[config.mk]
export PLATFORM = sky130hd
export DESIGN_NAME = bpred_top
export DESIGN_NICKNAME = d
export VERILOG_FILES = /design/src/bpred_pkg.sv /design/src/bpred_btb.sv /design/src/bpred_lookup.sv /design/src/bpred_pht.sv /design/src/bpred_resolve.sv /design/src/bpred_top.sv /design/src/bpred_track.sv
export VERILOG_INCLUDE_DIRS = /design/src
export SDC_FILE = /design/constraint.sdc
export NUM_CORES = 2
export LEC_CHECK = 0
export BUFFER_PORTS_ARGS = -buffer_cell sky130_fd_sc_hd__buf_2
export CAP_MARGIN = 15
export CELL_PAD_IN_SITES_DETAIL_PLACEMENT = 1
export CELL_PAD_IN_SITES_GLOBAL_PLACEMENT = 1
export CORE_ASPECT_RATIO = 1.2
export CORE_MARGIN = 10
export CORE_UTILIZATION = 25
export CTS_CLUSTER_SIZE = 16
export DETAILED_ROUTE_END_ITERATION = 8
export PLACE_DENSITY = 0.41
export SKIP_LAST_GASP = 1
export SLEW_MARGIN = 10
export SYNTH_ARGS = -nofsm -noshare
export SYNTH_HDL_FRONTEND = slang
export SYNTH_HIERARCHICAL = 1
export SYNTH_SLANG_ARGS = --single-unit
[constraint.sdc]
create_clock -name clk -period 15.1 [get_ports clk]
set_clock_uncertainty 0.05 [all_clocks]
set_input_delay 2.265 -clock clk [delete_from_list [all_inputs] [get_ports clk]]
set_output_delay 2.265 -clock clk [all_outputs]
set_load 0.01 [all_outputs]
[src/bpred_settings.svh]
// branch predictor sizing and rv32i opcode constants.
`ifndef BPRED_SETTINGS_SVH
`define BPRED_SETTINGS_SVH

// direct-mapped btb, power of two.
`define BPRED_BTB_ENTRIES 32

// history length, also the pht index width.
`define BPRED_GHR_BITS 5

// conditional branches (beq, bne, blt, ...).
`define BPRED_OP_BRANCH 7'b1100011

// unconditional jumps.
`define BPRED_OP_JAL 7'b1101111
`define BPRED_OP_JALR 7'b1100111

`endif

[src/bpred_pkg.sv]
// shared types for the fetch, decode and execute stages of the predictor.
`default_nettype none

`include "bpred_settings.svh"

package bpred_pkg;

    // instruction address, full width.
    typedef logic [31:0] addr_t;

    typedef logic [6:0] opcode_t;

    // btb index from pc bits above the halfword bits.
    typedef logic [$clog2(`BPRED_BTB_ENTRIES)-1:0] btb_idx_t;

    // global history, doubles as the pht index.
    typedef logic [`BPRED_GHR_BITS-1:0] ghr_t;

    // 2-bit saturating counter, msb is the prediction.
    typedef logic [1:0] pht_ctr_t;

endpackage

`default_nettype wire

[src/bpred_btb.sv]
// direct-mapped tagged branch target buffer with a write-first read port.
`timescale 1ns/1ps
`default_nettype none

`include "bpred_settings.svh"

module bpred_btb (
    input  logic                clk,
    input  logic                reset_i,
    input  bpred_pkg::btb_idx_t rd_idx_i,
    input  bpred_pkg::addr_t    rd_tag_i,
    output logic                hit_o,
    output bpred_pkg::addr_t    target_o,
    output logic                is_jump_o,
    output logic                is_branch_o,
    input  logic                we_i,
    input  bpred_pkg::btb_idx_t wr_idx_i,
    input  bpred_pkg::addr_t    wr_tag_i,
    input  bpred_pkg::addr_t    wr_target_i,
    input  logic                wr_is_jump_i,
    input  logic                wr_is_branch_i
);

    localparam int AW = $bits(rd_tag_i);

    logic [AW-1:0] tag_q    [`BPRED_BTB_ENTRIES];
    logic [AW-1:0] target_q [`BPRED_BTB_ENTRIES];
    logic          jump_q   [`BPRED_BTB_ENTRIES];
    logic          branch_q [`BPRED_BTB_ENTRIES];
    logic          valid_q  [`BPRED_BTB_ENTRIES];

    logic          bypass;

    assign bypass = we_i && (wr_idx_i == rd_idx_i);

    // a write to the entry being looked up wins.
    always_comb begin
        if (bypass) begin
            hit_o       = (wr_tag_i == rd_tag_i);
            target_o    = wr_target_i;
            is_jump_o   = wr_is_jump_i;
            is_branch_o = wr_is_branch_i;
        end else begin
            hit_o       = valid_q[rd_idx_i] && (tag_q[rd_idx_i] == rd_tag_i);
            target_o    = target_q[rd_idx_i];
            is_jump_o   = jump_q[rd_idx_i];
            is_branch_o = branch_q[rd_idx_i];
        end
    end

    // payload arrays.
    always_ff @(posedge clk) begin
        if (we_i) begin
            tag_q[wr_idx_i]    <= wr_tag_i;
            target_q[wr_idx_i] <= wr_target_i;
            jump_q[wr_idx_i]   <= wr_is_jump_i;
            branch_q[wr_idx_i] <= wr_is_branch_i;
        end
    end

    always_ff @(posedge clk) begin
        if (reset_i) begin
            for (int i = 0; i < `BPRED_BTB_ENTRIES; i++) begin
                valid_q[i] <= 1'b0; // whole table invalid.
            end
        end else if (we_i) begin
            valid_q[wr_idx_i] <= 1'b1;
        end
    end

endmodule

`default_nettype wire

[src/bpred_lookup.sv]
// fetch stage, hashes the pc and turns the btb and pht reads into a prediction.
`timescale 1ns/1ps
`default_nettype none

`include "bpred_settings.svh"

module bpred_lookup (
    input  bpred_pkg::addr_t    pc_i,
    input  bpred_pkg::ghr_t     ghr_i,
    output bpred_pkg::btb_idx_t btb_idx_o,
    output bpred_pkg::ghr_t     pht_idx_o,
    input  logic                btb_hit_i,
    input  bpred_pkg::addr_t    btb_target_i,
    input  logic                btb_is_jump_i,
    input  logic                btb_is_branch_i,
    input  bpred_pkg::pht_ctr_t pht_ctr_i,
    output logic                pred_taken_o,
    output bpred_pkg::addr_t    pred_target_o
);

    import bpred_pkg::*;

    localparam int IDX_W = $bits(btb_idx_t);

    ghr_t pc_bits;
    logic branch_taken;

    // word index, halfword bits dropped.
    assign btb_idx_o = pc_i[IDX_W+1:2];
    assign pc_bits   = pc_i[`BPRED_GHR_BITS+1:2];
    assign pht_idx_o = pc_bits ^ ghr_i; // gshare hash.

    assign branch_taken = btb_is_branch_i && pht_ctr_i[1];

    // jumps on a hit always go.
    assign pred_taken_o  = btb_hit_i && (btb_is_jump_i || branch_taken);
    assign pred_target_o = btb_hit_i ? btb_target_i : '0;

endmodule

`default_nettype wire

[src/bpred_pht.sv]
// gshare pattern history table and global history register.
`timescale 1ns/1ps
`default_nettype none

`include "bpred_settings.svh"

module bpred_pht (
    input  logic                clk,
    input  logic                reset_i,
    input  bpred_pkg::ghr_t     rd_idx_i,
    output bpred_pkg::pht_ctr_t rd_ctr_o,
    output bpred_pkg::ghr_t     ghr_o,
    input  logic                upd_i,
    input  bpred_pkg::ghr_t     upd_idx_i,
    input  logic                upd_taken_i,
    input  logic                ghr_clear_i
);

    import bpred_pkg::*;

    localparam int PHT_SIZE = 1 << `BPRED_GHR_BITS;

    pht_ctr_t ctr_q [PHT_SIZE];
    pht_ctr_t upd_ctr;
    ghr_t     ghr_q;

    // next value of the counter under update, saturating.
    always_comb begin
        upd_ctr = ctr_q[upd_idx_i];
        if (upd_taken_i && upd_ctr != 2'b11) begin
            upd_ctr = upd_ctr + 2'b01;
        end else if (!upd_taken_i && upd_ctr != 2'b00) begin
            upd_ctr = upd_ctr - 2'b01;
        end
    end

    assign rd_ctr_o = (upd_i && upd_idx_i == rd_idx_i) ? upd_ctr : ctr_q[rd_idx_i];
    assign ghr_o    = ghr_q;

    always_ff @(posedge clk) begin
        if (reset_i) begin
            for (int i = 0; i < PHT_SIZE; i++) begin
                ctr_q[i] <= 2'b01; // weakly not taken.
            end
        end else if (upd_i) begin
            ctr_q[upd_idx_i] <= upd_ctr;
        end
    end

    // history only moves at resolution.
    always_ff @(posedge clk) begin
        if (reset_i || ghr_clear_i) begin
            ghr_q <= '0;
        end else if (upd_i) begin
            ghr_q <= {ghr_q[`BPRED_GHR_BITS-2:0], upd_taken_i};
        end
    end

endmodule

`default_nettype wire

[src/bpred_resolve.sv]
// execute stage, checks the prediction against the outcome and forms table updates.
`timescale 1ns/1ps
`default_nettype none

`include "bpred_settings.svh"

module bpred_resolve (
    input  logic                e_valid_i,
    input  bpred_pkg::addr_t    e_pc_i,
    input  bpred_pkg::opcode_t  e_op_i,
    input  logic                e_taken_i,
    input  bpred_pkg::addr_t    e_target_i,
    input  bpred_pkg::ghr_t     e_pht_idx_i,
    input  logic                actual_taken_i,
    input  bpred_pkg::addr_t    actual_target_i,
    output logic                mispredict_o,
    output bpred_pkg::addr_t    redirect_pc_o,
    output logic                pht_upd_o,
    output bpred_pkg::ghr_t     pht_idx_o,
    output logic                pht_taken_o,
    output logic                btb_we_o,
    output bpred_pkg::btb_idx_t btb_idx_o,
    output bpred_pkg::addr_t    btb_target_o,
    output logic                btb_is_jump_o,
    output logic                btb_is_branch_o
);

    import bpred_pkg::*;

    localparam int IDX_W = $bits(btb_idx_t);

    logic is_branch;
    logic is_jump;
    logic dir_wrong;
    logic tgt_wrong;

    assign is_branch = (e_op_i == `BPRED_OP_BRANCH);
    assign is_jump   = (e_op_i == `BPRED_OP_JAL) || (e_op_i == `BPRED_OP_JALR);

    // wrong direction, or taken both ways but to a different place.
    assign dir_wrong = (actual_taken_i != e_taken_i);
    assign tgt_wrong = actual_taken_i && e_taken_i && (actual_target_i != e_target_i);

    assign mispredict_o  = e_valid_i && (dir_wrong || tgt_wrong);
    assign redirect_pc_o = actual_taken_i ? actual_target_i : e_pc_i + 32'd4;

    // counters and history learn from branches only.
    assign pht_upd_o   = e_valid_i && is_branch;
    assign pht_idx_o   = e_pht_idx_i;
    assign pht_taken_o = actual_taken_i;

    // allocate or refresh on a taken control transfer.
    assign btb_we_o        = e_valid_i && (is_jump || is_branch) && actual_taken_i;
    assign btb_idx_o       = e_pc_i[IDX_W+1:2];
    assign btb_target_o    = actual_target_i;
    assign btb_is_jump_o   = is_jump;
    assign btb_is_branch_o = is_branch;

endmodule

`default_nettype wire

[src/bpred_top.sv]
// branch predictor top, fetch lookup, tables, tracking pipeline and resolve.
`timescale 1ns/1ps
`default_nettype none

`include "bpred_settings.svh"

module bpred_top (
    input  logic               clk,
    input  logic               reset_i,
    input  bpred_pkg::addr_t   pc_i,
    input  bpred_pkg::opcode_t op_i,
    input  logic               ghr_clear_i,
    input  logic               actual_taken_i,
    input  bpred_pkg::addr_t   actual_target_i,
    output logic               pred_taken_o,
    output bpred_pkg::addr_t   pred_target_o,
    output logic               mispredict_o,
    output bpred_pkg::addr_t   redirect_pc_o
);

    import bpred_pkg::*;

    // fetch side.
    btb_idx_t btb_rd_idx;
    ghr_t     pht_rd_idx;
    ghr_t     ghr;
    logic     btb_hit;
    addr_t    btb_target;
    logic     btb_is_jump;
    logic     btb_is_branch;
    pht_ctr_t pht_rd_ctr;

    // execute side.
    logic     e_valid;
    addr_t    e_pc;
    opcode_t  e_op;
    logic     e_taken;
    addr_t    e_target;
    ghr_t     e_pht_idx;
    logic     pht_upd;
    ghr_t     pht_upd_idx;
    logic     pht_upd_taken;
    logic     btb_we;
    btb_idx_t btb_wr_idx;
    addr_t    btb_wr_target;
    logic     btb_wr_is_jump;
    logic     btb_wr_is_branch;

    bpred_lookup bpred_lookup_inst (
        .pc_i(pc_i), .ghr_i(ghr), .btb_idx_o(btb_rd_idx), .pht_idx_o(pht_rd_idx),
        .btb_hit_i(btb_hit), .btb_target_i(btb_target), .btb_is_jump_i(btb_is_jump),
        .btb_is_branch_i(btb_is_branch), .pht_ctr_i(pht_rd_ctr),
        .pred_taken_o(pred_taken_o), .pred_target_o(pred_target_o)
    );

    bpred_btb bpred_btb_inst (
        .clk(clk), .reset_i(reset_i), .rd_idx_i(btb_rd_idx), .rd_tag_i(pc_i),
        .hit_o(btb_hit), .target_o(btb_target), .is_jump_o(btb_is_jump),
        .is_branch_o(btb_is_branch), .we_i(btb_we), .wr_idx_i(btb_wr_idx),
        .wr_tag_i(e_pc), .wr_target_i(btb_wr_target), .wr_is_jump_i(btb_wr_is_jump),
        .wr_is_branch_i(btb_wr_is_branch)
    );

    bpred_pht bpred_pht_inst (
        .clk(clk), .reset_i(reset_i), .rd_idx_i(pht_rd_idx), .rd_ctr_o(pht_rd_ctr),
        .ghr_o(ghr), .upd_i(pht_upd), .upd_idx_i(pht_upd_idx),
        .upd_taken_i(pht_upd_taken), .ghr_clear_i(ghr_clear_i)
    );

    bpred_track bpred_track_inst (
        .clk(clk), .reset_i(reset_i), .flush_i(mispredict_o), .f_pc_i(pc_i),
        .f_taken_i(pred_taken_o), .f_target_i(pred_target_o), .f_pht_idx_i(pht_rd_idx),
        .d_op_i(op_i), .e_valid_o(e_valid), .e_pc_o(e_pc), .e_op_o(e_op),
        .e_taken_o(e_taken), .e_target_o(e_target), .e_pht_idx_o(e_pht_idx)
    );

    bpred_resolve bpred_resolve_inst (
        .e_valid_i(e_valid), .e_pc_i(e_pc), .e_op_i(e_op), .e_taken_i(e_taken),
        .e_target_i(e_target), .e_pht_idx_i(e_pht_idx), .actual_taken_i(actual_taken_i),
        .actual_target_i(actual_target_i), .mispredict_o(mispredict_o),
        .redirect_pc_o(redirect_pc_o), .pht_upd_o(pht_upd), .pht_idx_o(pht_upd_idx),
        .pht_taken_o(pht_upd_taken), .btb_we_o(btb_we), .btb_idx_o(btb_wr_idx),
        .btb_target_o(btb_wr_target), .btb_is_jump_o(btb_wr_is_jump),
        .btb_is_branch_o(btb_wr_is_branch)
    );

endmodule

`default_nettype wire

[src/bpred_track.sv]
// decode and execute registers that carry each prediction until it resolves.
`timescale 1ns/1ps
`default_nettype none

`include "bpred_settings.svh"

module bpred_track (
    input  logic                clk,
    input  logic                reset_i,
    input  logic                flush_i,
    input  bpred_pkg::addr_t    f_pc_i,
    input  logic                f_taken_i,
    input  bpred_pkg::addr_t    f_target_i,
    input  bpred_pkg::ghr_t     f_pht_idx_i,
    input  bpred_pkg::opcode_t  d_op_i,
    output logic                e_valid_o,
    output bpred_pkg::addr_t    e_pc_o,
    output bpred_pkg::opcode_t  e_op_o,
    output logic                e_taken_o,
    output bpred_pkg::addr_t    e_target_o,
    output bpred_pkg::ghr_t     e_pht_idx_o
);

    import bpred_pkg::*;

    logic  d_valid_q;
    addr_t d_pc_q;
    logic  d_taken_q;
    addr_t d_target_q;
    ghr_t  d_pht_idx_q;

    // valid bits, both dropped on a mispredict.
    always_ff @(posedge clk) begin
        if (reset_i || flush_i) begin
            d_valid_q <= 1'b0;
            e_valid_o <= 1'b0;
        end else begin
            d_valid_q <= 1'b1;
            e_valid_o <= d_valid_q;
        end
    end

    always_ff @(posedge clk) begin
        d_pc_q      <= f_pc_i;
        d_taken_q   <= f_taken_i;
        d_target_q  <= f_target_i;
        d_pht_idx_q <= f_pht_idx_i;

        e_pc_o      <= d_pc_q;
        e_op_o      <= d_op_i; // opcode known only in decode.
        e_taken_o   <= d_taken_q;
        e_target_o  <= d_target_q;
        e_pht_idx_o <= d_pht_idx_q;
    end

endmodule

`default_nettype wire
==> impl_metrics.csv <==
group,metric,value,unit
outcome,status,"complete, no violations",
run,cap_violations,0,
clocking,cts_resized,0,
cells_and_area,drive_gt1_frac,0.2818,
routing,antenna_left,0,
setup_path,crit_fanout,57,
clocking,cts_inserted_buffers,267,
pwr,worst_ir_drop_vdd,0.00009120,V
placed_design,globalplace.congestion,0.7299,
pwr,leakage,33.25,nW
clocking,post_cts_buffers,0,
setup_path,cp-end-kind,"output port",
placed_design,port_buffers,140,
setup_path,worstPathArrival,7770,ps
cells_and_area,final_nets,4747,
routing,routed-via-count,45350,
floorplanning,die_w,573.7,um
global_routing,grt_overflow,0,
timing,timing_worst_slew_pin_value,1177,ps
global_routing,grt_first_pass_wirelength,426500,um
floorplanning,dieArea,392600,um^2
timing,hold_violations,0,
timing,final-setup-viol-count,0,
global_routing,antenna_found_initial,17,
cells_and_area,area_growth,16.67,%
yosys,syn_avg_cell_area,20.93,um^2
global_routing,grt_max_degree,133,
routing,drt_iter0_markers,3365,
setup_path,critPathRequiredTime,12790,ps
setup_path,path_class,"input pin to output port",
clocking,h-tree-depth,5,
routing,vias_per_cell,4.637,
clocking,path_clk_slew,60,ps
clocking,hold_buffers,0,
timing,slew-limit-headroom,0.2152,
cells_and_area,fillers,36840,
yosys,syn-num-nets,4474,
floorplanning,design.core.area,365800,um^2
setup_path,path_cells,"buf_8 > buf_4 > buf_4 > mux4_1 > mux2i_1 > o2bb2ai_1 > a221oi_1 > xor2_1 > nor4_1 > nand4_1 > o31ai_4 > buf_4 > and2_1 > buf_2",
routing,drt-total-wl,311000,um
pwr,p_total,14.44,mW
setup_path,crit_path_frequent_cell,"buf_4",
setup_path,cp_num_buf_inv,5,
floorplanning,start_util,0.2514,
clocking,cts_tree,"built",
timing,clock.fmax,99.12,MHz
yosys,syn_inst,4395,
timing,tns,0,ps
floorplanning,pin_count,141,
timing,rsz0062_at_grt,"false",
routing,wl_per_cell,31.80,um
global_routing,grt_pass1_vias,48832,
routing,drc,0,
setup_path,critPathTopFamily,"buffers and inverters",
timing,period_minus_slack,10090,ps
timing,maxSlewViolCount,0,
clocking,clock-sinks,2362,
setup_path,start_kind,"input pin",
clocking,clockBufferDepth,4,
clocking,worstSkewPairLatency,900,ps
floorplanning,rows,243,
cells_and_area,most-common-layout-cells,"edfxtp_1, mux4_2, clkbuf_16, dfxtp_1, nand2_1",
routing,dr.pass1.iters,5,
yosys,yosysWarnings,6,
pwr,power_density,134.6,nW/um^2
hold_path,hp-class,"flop to flop",
global_routing,gr-usage-all-layers,0.1532,
floorplanning,die_h,684.4,um
placed_design,dpl.hpwl,173000,um
yosys,synth_area,91970,um^2
setup_path,crit_path_max_incr_delay,780,ps
setup_path,critPathSlowestCell,"buf_4",
clocking,cts_root_buffer,"clkbuf_16",
cells_and_area,final_common_cell,"edfxtp_1",
timing,finalCritPeriodShare,0.6681,
metal layers:
| layer | GRT usage | share of wire | up-vias |
|---|---|---|---|
| met4 | 0.02680 | 0.016 | 0 |
| met5 | 0 | 0 | - |
| met1 | 0.2090 | 0.45 | 25490 |
| met2 | 0.2639 | 0.50 | 960 |
| li1 | - | - | 18600 |
| met3 | 0.02027 | 0.035 | 300 |
report_power, final:
group,switching (mW),internal (mW)
clock,2.70,3.86
combinational,0.473,0.250
sequential,0.0158,7.15
total,3.19,11.3
metrics by stage:
stage,util,area [um^2],std cells,setup WS [ps],hold slack [ps]
finish,0.2934,107300,9779,5011,271.9
global route,0.2933,107300,9775,4532,279.4
CTS,0.2933,107300,9772,4721,271.6
detailed placement,0.2697,98640,9298,4774,263.1
global placement,0.2696,98620,9297,4802,260.0
floorplan,-,91970,4395,7523,259.6
final cells by class:
| class | instances | area [um^2] | area share |
|---|---|---|---|
| Sequential cell | 2362 | 69080 | 0.6438 |
| Multi-Input combinational cell | 1737 | 21450 | 0.1999 |
| Clock buffer | 369 | 7545 | 0.07032 |
| Tap cell | 4900 | 6131 | 0.05714 |
| Timing Repair Buffer | 287 | 1927 | 0.01796 |
| Clock inverter | 105 | 1089 | 0.01015 |
| Inverter | 13 | 61.31 | 0.0005714 |
| Antenna cell | 6 | 15.01 | 0.0001399 |
registers in the layout, indices dropped and copies added, names as in the netlist, 5 cells and up:
name                          count
bpred_track_inst/e_op_o           7
bpred_track_inst/d_pht_idx_q      5
bpred_btb_inst/tag_q           1024
bpred_track_inst/e_pht_idx_o      5
bpred_btb_inst/target_q        1024
bpred_pht_inst/ghr_o              5
bpred_track_inst/e_target_o      32
bpred_track_inst/e_pc_o          32
bpred_btb_inst/branch_q          32
bpred_pht_inst/ctr_q             64
bpred_btb_inst/jump_q            32
bpred_track_inst/d_target_q      32
bpred_btb_inst/valid_q           32
bpred_track_inst/d_pc_q          32
path summary, 6_finish.rpt:
path / from / endpoint / slack [ps] / depth (start not counted)
setup / recovery: pc_i[2] / pred_target_o[17] / 5010 / 14
hold / removal: bpred_track_inst/d_pc_q[14] / bpred_track_inst/e_pc_o[14] / 270 / 0
setup reg to reg: bpred_track_inst/e_op_o[1] / bpred_btb_inst/tag_q[3][25] / 9650 / 10
hold reg to reg: bpred_track_inst/d_pc_q[14] / bpred_track_inst/e_pc_o[14] / 270 / 0
(Power assumes the default switching activity.)
